File: config.mk
export PLATFORM = sky130hd
export DESIGN_NAME = commit_stage
export DESIGN_NICKNAME = d
export VERILOG_FILES = /design/src/common/commit_pkg.sv /design/src/common/mem_req_if.sv /design/src/common/exc_if.sv /design/src/commit/exception_checker.sv /design/src/commit/commit_ctrl.sv /design/src/logic/store_formatter.sv /design/src/logic/load_formatter.sv /design/src/logic/redirect_unit.sv /design/src/commit/commit_stage.sv
export VERILOG_INCLUDE_DIRS = /design/src /design/src/common
export SDC_FILE = /design/constraint.sdc
export NUM_CORES = 1
export LEC_CHECK = 0
export ABC_CLOCK_PERIOD_IN_PS = 4700
export BUFFER_PORTS_ARGS = -buffer_cell sky130_fd_sc_hd__buf_4
export CAP_MARGIN = 20
export CORE_AREA = 4 4 247 249
export CTS_CLUSTER_SIZE = 25
export DETAILED_ROUTE_END_ITERATION = 8
export DIE_AREA = 0 0 251 253
export PLACE_DENSITY = 0.42
export SLEW_MARGIN = 20
export SYNTH_ARGS = -nofsm -noshare
export SYNTH_HDL_FRONTEND = slang
export SYNTH_HIERARCHICAL = 1
export SYNTH_SLANG_ARGS = --single-unit
File: constraint.sdc
create_clock -name clk -period 4.7 [get_ports clk]
set_input_delay 0.235 -clock clk [delete_from_list [all_inputs] [get_ports clk]]
set_output_delay 0.235 -clock clk [all_outputs]
set_load 0.03 [all_outputs]
File: src/common/commit_settings.svh
`ifndef COMMIT_SETTINGS_SVH
`define COMMIT_SETTINGS_SVH

// datapath width
`define COMMIT_XLEN 32

// entry point for every exception
`define COMMIT_EXC_VECTOR 32'hbfc0_0380

// instructions per commit bundle
`define COMMIT_SLOTS 2

`endif

File: src/common/commit_pkg.sv
`include "commit_settings.svh"

package commit_pkg;

    typedef logic [`COMMIT_XLEN-1:0] word_t;
    typedef logic [4:0]              reg_addr_t;
    typedef logic [1:0]              mem_size_t;

    localparam mem_size_t SIZE_BYTE = 2'd0;
    localparam mem_size_t SIZE_HALF = 2'd1;
    localparam mem_size_t SIZE_WORD = 2'd2;

    typedef enum logic [3:0] {
        MEM_NONE,
        MEM_LB,
        MEM_LBU,
        MEM_LH,
        MEM_LHU,
        MEM_LW,
        MEM_SB,
        MEM_SH,
        MEM_SW
    } mem_op_t;

    // cp0 cause codes
    typedef enum logic [4:0] {
        EXC_INT  = 5'd0,
        EXC_ADEL = 5'd4,
        EXC_ADES = 5'd5,
        EXC_OV   = 5'd12
    } exc_code_t;

    typedef enum logic {
        ST_IDLE,
        ST_WAIT
    } commit_state_t;

    // redirect_kind encoding
    localparam logic [1:0] REDIR_NONE   = 2'd0;
    localparam logic [1:0] REDIR_EXC    = 2'd1;
    localparam logic [1:0] REDIR_ERET   = 2'd2;
    localparam logic [1:0] REDIR_BRANCH = 2'd3;

    function automatic logic op_is_load(mem_op_t op);
        return op inside {MEM_LB, MEM_LBU, MEM_LH, MEM_LHU, MEM_LW};
    endfunction

    function automatic logic op_is_store(mem_op_t op);
        return op inside {MEM_SB, MEM_SH, MEM_SW};
    endfunction

endpackage

File: src/common/mem_req_if.sv
`timescale 1ns/1ps

interface mem_req_if import commit_pkg::*; ();

    logic      en;
    logic      wt;
    mem_size_t size;
    word_t     addr;
    word_t     wd;
    // 1 when the access belongs to the older slot
    logic      mem_slot;

    modport formatter (
        output en, wt, size, addr, wd, mem_slot
    );

    modport ctrl (
        input en, mem_slot
    );

    // load path only needs the address and owner
    modport observer (
        input addr, mem_slot
    );

endinterface

File: src/common/exc_if.sv
`timescale 1ns/1ps

interface exc_if import commit_pkg::*; ();

    logic      exc_valid;
    exc_code_t exc_code;
    word_t     bad_addr;
    word_t     exc_pc;

    modport chk (
        output exc_valid, exc_code, bad_addr, exc_pc
    );

    modport ctrl (
        input exc_valid, exc_code, bad_addr, exc_pc
    );

endinterface

File: src/commit/exception_checker.sv
`timescale 1ns/1ps

module exception_checker import commit_pkg::*; (
    input  logic    check_en,
    input  logic    is_older,
    input  logic    int_pending,
    input  word_t   pc,
    input  mem_op_t mem_op,
    input  word_t   result,
    input  logic    overflow,
    exc_if.chk      rep
);

    logic half_op;
    logic word_op;
    logic misaligned;
    logic int_hit;
    logic ovf_hit;
    logic addr_hit;

    assign half_op    = mem_op inside {MEM_LH, MEM_LHU, MEM_SH};
    assign word_op    = mem_op inside {MEM_LW, MEM_SW};
    assign misaligned = (half_op && result[0]) || (word_op && result[1:0] != 2'b00);

    // interrupt is taken on the oldest instruction only
    assign int_hit  = check_en && is_older && int_pending;
    assign ovf_hit  = check_en && overflow;
    assign addr_hit = check_en && misaligned;

    always_comb begin
        rep.exc_code = EXC_INT;
        if (int_hit) begin
            rep.exc_code = EXC_INT;
        end else if (ovf_hit) begin
            rep.exc_code = EXC_OV;
        end else if (addr_hit) begin
            rep.exc_code = op_is_store(mem_op) ? EXC_ADES : EXC_ADEL;
        end
    end

    assign rep.exc_valid = int_hit || ovf_hit || addr_hit;
    // result holds the effective address for memory ops
    assign rep.bad_addr  = result;
    assign rep.exc_pc    = pc;

endmodule

File: src/commit/commit_ctrl.sv
`timescale 1ns/1ps
`include "commit_settings.svh"

module commit_ctrl import commit_pkg::*; (
    input  logic                     clk,
    input  logic                     arst_n,
    input  logic                     in_valid,
    input  logic [`COMMIT_SLOTS-1:0] slot_valid,
    input  logic [`COMMIT_SLOTS-1:0] is_eret,
    exc_if.ctrl                      exc0,
    exc_if.ctrl                      exc1,
    mem_req_if.ctrl                  mem,
    input  logic                     dmem_data_ok,
    output logic [`COMMIT_SLOTS-1:0] slot_kill,
    output logic                     first_cycle,
    output logic                     finish,
    output logic                     exc_valid,
    output exc_code_t                exc_code,
    output word_t                    exc_bad_addr
);

    commit_state_t state;
    commit_state_t state_next;
    logic          older_flush;
    logic          exc0_live;
    logic          addr_fault;
    word_t         sel_bad_addr;
    word_t         sel_pc;

    // fault or eret in slot 1 flushes the younger slot
    assign older_flush = exc1.exc_valid || (slot_valid[1] && is_eret[1]);

    // bubbles count as killed so nothing downstream acts on them
    assign slot_kill[1] = !slot_valid[1] || exc1.exc_valid;
    assign slot_kill[0] = !slot_valid[0] || older_flush || exc0.exc_valid;

    assign exc0_live = exc0.exc_valid && !older_flush;

    assign first_cycle = (state == ST_IDLE);
    // data_ok during the request cycle itself is not taken
    assign finish = in_valid && (!mem.en || (!first_cycle && dmem_data_ok));

    always_comb begin
        state_next = state;
        case (state)
            ST_IDLE: begin
                if (in_valid && mem.en) begin
                    state_next = ST_WAIT;
                end
            end
            ST_WAIT: begin
                if (dmem_data_ok) begin
                    state_next = ST_IDLE;
                end
            end
            default: begin
                state_next = ST_IDLE;
            end
        endcase
    end

    always_ff @(posedge clk or negedge arst_n) begin
        if (!arst_n) begin
            state <= ST_IDLE;
        end else begin
            state <= state_next;
        end
    end

    // older slot wins
    assign exc_code     = exc1.exc_valid ? exc1.exc_code : exc0.exc_code;
    assign sel_bad_addr = exc1.exc_valid ? exc1.bad_addr : exc0.bad_addr;
    assign sel_pc       = exc1.exc_valid ? exc1.exc_pc : exc0.exc_pc;
    assign addr_fault   = exc_code inside {EXC_ADEL, EXC_ADES};
    // non-address faults report the instruction pc
    assign exc_bad_addr = addr_fault ? sel_bad_addr : sel_pc;
    assign exc_valid    = finish && (exc1.exc_valid || exc0_live);

    a_req_held: assert property (@(posedge clk) disable iff (!arst_n)
        state == ST_WAIT && !dmem_data_ok |=> mem.en && $stable(mem.mem_slot))
        else $error("dmem request dropped before dmem_data_ok");

    // a memory bundle must already have been pending one cycle earlier
    a_no_early_finish: assert property (@(posedge clk) disable iff (!arst_n)
        finish && mem.en |-> $past(in_valid && mem.en && !finish))
        else $error("finish in the request cycle of a memory bundle");

    a_kill_order: assert property (@(posedge clk) disable iff (!arst_n)
        slot_valid[1] && slot_kill[1] |-> !(mem.en && !mem.mem_slot))
        else $error("slot 0 access issued while slot 1 is killed");

endmodule

File: src/logic/store_formatter.sv
`timescale 1ns/1ps
`include "commit_settings.svh"

module store_formatter import commit_pkg::*; (
    input  logic                        in_valid,
    input  logic                        first_cycle,
    input  mem_op_t [`COMMIT_SLOTS-1:0] mem_op,
    input  word_t   [`COMMIT_SLOTS-1:0] result,
    input  word_t   [`COMMIT_SLOTS-1:0] store_data,
    input  logic    [`COMMIT_SLOTS-1:0] slot_kill,
    mem_req_if.formatter                req
);

    logic    sel;
    mem_op_t op;
    word_t   data;

    // older slot first
    assign sel  = (mem_op[1] != MEM_NONE);
    assign op   = mem_op[sel];
    assign data = store_data[sel];

    assign req.mem_slot = sel;
    assign req.addr     = result[sel];
    assign req.wt       = op_is_store(op);
    assign req.en       = in_valid && (op != MEM_NONE) && !slot_kill[sel];

    always_comb begin
        case (op)
            MEM_LB, MEM_LBU, MEM_SB: req.size = SIZE_BYTE;
            MEM_LH, MEM_LHU, MEM_SH: req.size = SIZE_HALF;
            default:                 req.size = SIZE_WORD;
        endcase
    end

    // replicate so every byte lane carries the data
    always_comb begin
        case (op)
            MEM_SB:  req.wd = {4{data[7:0]}};
            MEM_SH:  req.wd = {2{data[15:0]}};
            default: req.wd = data;
        endcase
    end

    // one memory port per bundle
    always_comb begin
        if (in_valid && first_cycle) begin
            assert (mem_op[1] == MEM_NONE || mem_op[0] == MEM_NONE)
                else $error("both slots carry a memory operation");
        end
    end

endmodule

File: src/logic/load_formatter.sv
`timescale 1ns/1ps
`include "commit_settings.svh"

module load_formatter import commit_pkg::*; (
    input  logic                          finish,
    input  logic      [`COMMIT_SLOTS-1:0] slot_valid,
    input  logic      [`COMMIT_SLOTS-1:0] slot_kill,
    input  logic      [`COMMIT_SLOTS-1:0] reg_write,
    input  reg_addr_t [`COMMIT_SLOTS-1:0] dest,
    input  word_t     [`COMMIT_SLOTS-1:0] result,
    input  mem_op_t   [`COMMIT_SLOTS-1:0] mem_op,
    input  word_t                         dmem_rd,
    mem_req_if.observer                   mem,
    output logic      [`COMMIT_SLOTS-1:0] wb_en,
    output reg_addr_t [`COMMIT_SLOTS-1:0] wb_dest,
    output word_t     [`COMMIT_SLOTS-1:0] wb_data
);

    mem_op_t ld_op;
    word_t   lane;
    word_t   ld_val;

    assign ld_op = mem_op[mem.mem_slot];
    // addressed byte or half moved down to bit 0
    assign lane  = dmem_rd >> {mem.addr[1:0], 3'b000};

    always_comb begin
        case (ld_op)
            MEM_LB:  ld_val = {{(`COMMIT_XLEN-8){lane[7]}}, lane[7:0]};
            MEM_LBU: ld_val = {{(`COMMIT_XLEN-8){1'b0}}, lane[7:0]};
            MEM_LH:  ld_val = {{(`COMMIT_XLEN-16){lane[15]}}, lane[15:0]};
            MEM_LHU: ld_val = {{(`COMMIT_XLEN-16){1'b0}}, lane[15:0]};
            default: ld_val = lane;
        endcase
    end

    always_comb begin
        for (int i = 0; i < `COMMIT_SLOTS; i++) begin
            wb_en[i]   = finish && slot_valid[i] && !slot_kill[i] && reg_write[i];
            wb_dest[i] = finish ? dest[i] : '0;
            wb_data[i] = '0;
            if (finish) begin
                if (mem.mem_slot == 1'(i) && op_is_load(mem_op[i])) begin
                    wb_data[i] = ld_val;
                end else begin
                    wb_data[i] = result[i];
                end
            end
        end
    end

endmodule

File: src/logic/redirect_unit.sv
`timescale 1ns/1ps
`include "commit_settings.svh"

module redirect_unit import commit_pkg::*; (
    input  logic                      finish,
    input  logic                      exc_valid,
    input  logic  [`COMMIT_SLOTS-1:0] slot_kill,
    input  logic  [`COMMIT_SLOTS-1:0] is_eret,
    input  logic  [`COMMIT_SLOTS-1:0] is_branch,
    input  logic  [`COMMIT_SLOTS-1:0] taken,
    input  logic  [`COMMIT_SLOTS-1:0] pred,
    input  word_t [`COMMIT_SLOTS-1:0] pc,
    input  word_t [`COMMIT_SLOTS-1:0] branch_target,
    input  word_t                     epc,
    output logic                      redirect_valid,
    output logic  [1:0]               redirect_kind,
    output word_t                     redirect_pc,
    output logic                      bpb_wen,
    output word_t                     bpb_pc,
    output logic                      bpb_taken,
    output word_t                     bpb_target
);

    logic [`COMMIT_SLOTS-1:0] live;
    logic                     eret_hit;
    logic                     branch_live;
    logic                     mispredict;

    assign live        = ~slot_kill;
    assign eret_hit    = |(is_eret & live);
    assign branch_live = live[1] && is_branch[1];
    assign mispredict  = branch_live && (taken[1] != pred[1]);

    always_comb begin
        redirect_valid = 1'b0;
        redirect_kind  = REDIR_NONE;
        redirect_pc    = '0;
        if (finish) begin
            if (exc_valid) begin
                redirect_valid = 1'b1;
                redirect_kind  = REDIR_EXC;
                redirect_pc    = `COMMIT_EXC_VECTOR;
            end else if (eret_hit) begin
                redirect_valid = 1'b1;
                redirect_kind  = REDIR_ERET;
                redirect_pc    = epc;
            end else if (mispredict) begin
                redirect_valid = 1'b1;
                redirect_kind  = REDIR_BRANCH;
                // not taken resumes after the delay slot
                redirect_pc    = taken[1] ? branch_target[1] : pc[0] + word_t'(4);
            end
        end
    end

    assign bpb_wen    = finish && branch_live;
    assign bpb_pc     = pc[1];
    assign bpb_taken  = taken[1];
    assign bpb_target = branch_target[1];

endmodule

File: src/commit/commit_stage.sv
`timescale 1ns/1ps
`include "commit_settings.svh"

module commit_stage import commit_pkg::*; (
    input  logic                          clk,
    input  logic                          arst_n,
    input  logic                          in_valid,
    input  logic                          int_pending,
    input  logic      [`COMMIT_SLOTS-1:0] slot_valid,
    input  word_t     [`COMMIT_SLOTS-1:0] pc,
    input  mem_op_t   [`COMMIT_SLOTS-1:0] mem_op,
    input  word_t     [`COMMIT_SLOTS-1:0] result,
    input  word_t     [`COMMIT_SLOTS-1:0] store_data,
    input  reg_addr_t [`COMMIT_SLOTS-1:0] dest,
    input  logic      [`COMMIT_SLOTS-1:0] reg_write,
    input  logic      [`COMMIT_SLOTS-1:0] overflow,
    input  logic      [`COMMIT_SLOTS-1:0] is_eret,
    input  logic      [`COMMIT_SLOTS-1:0] is_branch,
    input  logic      [`COMMIT_SLOTS-1:0] taken,
    input  logic      [`COMMIT_SLOTS-1:0] pred,
    input  word_t     [`COMMIT_SLOTS-1:0] branch_target,
    input  word_t                         epc,
    output logic                          finish,
    output logic                          dmem_en,
    output logic                          dmem_wt,
    output mem_size_t                     dmem_size,
    output word_t                         dmem_addr,
    output word_t                         dmem_wd,
    input  word_t                         dmem_rd,
    input  logic                          dmem_data_ok,
    output logic      [`COMMIT_SLOTS-1:0] wb_en,
    output reg_addr_t [`COMMIT_SLOTS-1:0] wb_dest,
    output word_t     [`COMMIT_SLOTS-1:0] wb_data,
    output logic                          exc_valid,
    output exc_code_t                     exc_code,
    output word_t                         exc_bad_addr,
    output logic                          redirect_valid,
    output logic      [1:0]               redirect_kind,
    output word_t                         redirect_pc,
    output logic                          bpb_wen,
    output word_t                         bpb_pc,
    output logic                          bpb_taken,
    output word_t                         bpb_target
);

    logic [`COMMIT_SLOTS-1:0] slot_kill;
    logic                     first_cycle;

    exc_if     exc1_rep ();
    exc_if     exc0_rep ();
    mem_req_if mem_req ();

    exception_checker u_exc1 (
        .check_en    (slot_valid[1]),
        .is_older    (1'b1),
        .int_pending (int_pending),
        .pc          (pc[1]),
        .mem_op      (mem_op[1]),
        .result      (result[1]),
        .overflow    (overflow[1]),
        .rep         (exc1_rep)
    );

    // slot 0 is the oldest when slot 1 is a bubble
    exception_checker u_exc0 (
        .check_en    (slot_valid[0]),
        .is_older    (!slot_valid[1]),
        .int_pending (int_pending),
        .pc          (pc[0]),
        .mem_op      (mem_op[0]),
        .result      (result[0]),
        .overflow    (overflow[0]),
        .rep         (exc0_rep)
    );

    commit_ctrl u_ctrl (
        .clk          (clk),
        .arst_n       (arst_n),
        .in_valid     (in_valid),
        .slot_valid   (slot_valid),
        .is_eret      (is_eret),
        .exc0         (exc0_rep),
        .exc1         (exc1_rep),
        .mem          (mem_req),
        .dmem_data_ok (dmem_data_ok),
        .slot_kill    (slot_kill),
        .first_cycle  (first_cycle),
        .finish       (finish),
        .exc_valid    (exc_valid),
        .exc_code     (exc_code),
        .exc_bad_addr (exc_bad_addr)
    );

    store_formatter u_store (
        .in_valid    (in_valid),
        .first_cycle (first_cycle),
        .mem_op      (mem_op),
        .result      (result),
        .store_data  (store_data),
        .slot_kill   (slot_kill),
        .req         (mem_req)
    );

    load_formatter u_load (
        .finish     (finish),
        .slot_valid (slot_valid),
        .slot_kill  (slot_kill),
        .reg_write  (reg_write),
        .dest       (dest),
        .result     (result),
        .mem_op     (mem_op),
        .dmem_rd    (dmem_rd),
        .mem        (mem_req),
        .wb_en      (wb_en),
        .wb_dest    (wb_dest),
        .wb_data    (wb_data)
    );

    redirect_unit u_redirect (
        .finish         (finish),
        .exc_valid      (exc_valid),
        .slot_kill      (slot_kill),
        .is_eret        (is_eret),
        .is_branch      (is_branch),
        .taken          (taken),
        .pred           (pred),
        .pc             (pc),
        .branch_target  (branch_target),
        .epc            (epc),
        .redirect_valid (redirect_valid),
        .redirect_kind  (redirect_kind),
        .redirect_pc    (redirect_pc),
        .bpb_wen        (bpb_wen),
        .bpb_pc         (bpb_pc),
        .bpb_taken      (bpb_taken),
        .bpb_target     (bpb_target)
    );

    assign dmem_en   = mem_req.en;
    assign dmem_wt   = mem_req.wt;
    assign dmem_size = mem_req.size;
    assign dmem_addr = mem_req.addr;
    assign dmem_wd   = mem_req.wd;

endmodule

==> impl_metrics.ini <==
[final_layout]
layoutNonFillerInstCount = 2173
largest_register_ffs = 1
areaGrowthSynthToFinish_pct = 50.3
finish.net_count = 1759
drive_gt1_share_pct = 53.8
nFillCells = 6604
fin_area_um2 = 11700
regMostFlops = u_ctrl/state
seq_area_um2 = 25.0
reg_top3 = u_ctrl/state: 1 flops
multi_input_area_um2 = 5860

[placement]
port_buffers = 603
place_congestion = 0.948
placed_cells = 2172
hpwlAfterDp_um = 44200
pre_cts_slack_ns = 0.415
placed_cell_area_um2 = 11700

[global_route]
grt_util_met2_pct = 25.2
grt_pass1_wl_um = 68600
grt_most_used_layer = met2
met1_usage_pct = 19.0
grt_pass1_vias = 9555
antenna_found_initial = 0
grt-ovfl-total = 0
met3_usage_pct = 2.28
grt_max_degree = 49
track_usage_pct = 14.4

[sta]
setup_violations = 0
fmax_ghz = 0.234
slew_headroom_pct = 24.9
hold_viol = 0
maxSlewViolCount = 0
fin_tns_setup_ns = 0
skew_ns = 0
post-route-period-util_pct = 90.8
rsz0062_at_grt = no
final.setup.worst_slack_ns = 0.430
period_minus_slack_ns = 4.27
tightest_slew_ns = 1.10

[route]
wl_per_cell_um = 23.1
first_pass_iters = 5
viasPerCell = 4.28
postRouteAntennaNets = 0
drcViolationCount = 0
drt_wl_total_um = 50200
drt_iter0_drc = 477
num_vias = 9307

[die]
core_region_area_um2 = 58700
ios = 641
row_count = 89
initial_core_util_pct = 13.3
die_area_um2 = 63500
die_h_um = 253
die_w_um = 251

[worst_setup_path]
cp-start-kind = input port
cp-end-kind = primary output
r2r_cells = 3
crit_arrival_ns = 4.03
r2r_end = u_ctrl/state
timing.rr.start = u_ctrl/state
cp_max_fo = 17
crit_required_ns = 4.47
r2r_setup_slack_ns = 4.05
path_class = in2out

[yosys]
syn-instance-count = 1037
synth_edf_count = 0
avgSynthCellArea_um2 = 7.51
ys_seq_area_share_pct = 0.321
synth_ff_type = dfrtp_1
synth-seq-cells = 1
ys_types = 88
async_flop_share_pct = 100
syn_area_um2 = 7790
yosys_warnings = 6

[clock_network]
postCtsHoldBufs = 0
clk_pin_slew_ns = 0
ctsResizeCount = 0
postCtsSetupBuffers = 0
clk_latency_ns = 0

[worst_hold_path]
hp-class = in2async

[status]
status = completed

[run]
drv_cap = 0
[through the flow]
stage / utilization [%] / hold WS, ns
after floorplan: - / -0.0606
after global placement: 19.9 / 0.0206
after global routing: 19.9 / 0.0224
final: 19.9 / 0.0187
after CTS: 19.9 / 0.0205
after detailed placement: 19.9 / 0.0205
[cell families after synthesis]
| kind of cell | count (synthesis) | synth area share [%] |
|---|---|---|
| other cells | 3 | 0.145 |
| simple gates | 242 | 17.1 |
| compound gates | 238 | 23.7 |
| xor+xnor | 31 | 3.49 |
| buf+inv | 302 | 25.8 |
| flops | 1 | 0.321 |
| fa+ha+maj | 1 | 0.161 |
| mux | 219 | 29.4 |
[area by class of cell]
cell class | count | area share (%)
Sequential cell | 1 | 0.214
Antenna cell | 1 | 0.0214
Multi-Input combinational cell | 736 | 50.0
Tap cell | 773 | 8.26
Timing Repair Buffer | 631 | 40.5
Inverter | 31 | 0.994
[placed cells by master, fill, tap and decap left out, types with 12 or more instances in the layout]
| cell type | n |
|---|---|
| o21ai_1 | 19 |
| and2_1 | 12 |
| o41ai_1 | 31 |
| inv_1 | 30 |
| nor2_1 | 32 |
| a21oi_1 | 56 |
| mux2_2 | 56 |
| mux2i_1 | 155 |
| nand4_1 | 12 |
| o221a_2 | 16 |
| buf_4 | 631 |
| o21ai_0 | 19 |
| xor2_1 | 21 |
| nand2_1 | 75 |
| a21boi_0 | 17 |
| nand3_1 | 46 |
[how the worst max path moves through the flow]
stage	slack, ns	endpoint	start	depth (start not counted)
2_1_floorplan	0.06	redirect_pc[15]	mem_op[5]	14
3_3_place_gp	0.43	wb_data[59]	mem_op[5]	13
3_5_place_dp	0.42	wb_data[59]	mem_op[5]	13
4_1_cts	0.41	wb_data[59]	mem_op[5]	13
5_1_grt	0.22	wb_data[53]	mem_op[5]	13
6_report	0.43	wb_data[59]	mem_op[5]	13
[cell usage after synthesis, types with 18 or more instances]
cell type,count,area [um^2]
o21ai_1,19,95.1
mux2i_1,155,1550
clkbuf_1,21,78.8
o41ai_1,31,272
nand3_1,46,230
buf_2,31,155
inv_1,30,113
nor2_1,32,120
o21ai_0,19,95.1
xor2_1,21,184
buf_4,203,1520
a21boi_0,18,135
a21oi_1,56,280
nand2_1,75,282
mux2_2,56,631
[worst max-delay path, cell delays in order]
cell and delay [ns]:
buf_4 0.18, nor4b_1 0.41, o21ai_1 0.24, a41oi_4 0.37
nor2_1 0.09, nand3_1 0.11, mux2i_1 0.14, o211a_1 0.22
a21boi_4 0.40, buf_4 0.24, nand2_1 0.55, o41ai_1 0.58
buf_4 0.25
[routing by layer]
| layer | vias up | wire length, um | share of wire [%] |
|---|---|---|---|
| li1 | 4361 | - | - |
| met1 | 4470 | 21700 | 43 |
| met2 | 444 | 24600 | 49 |
| met3 | 32 | 3160 | 6.3 |
| met4 | 0 | 824 | 1.6 |
| met5 | - | 0 | 0 |
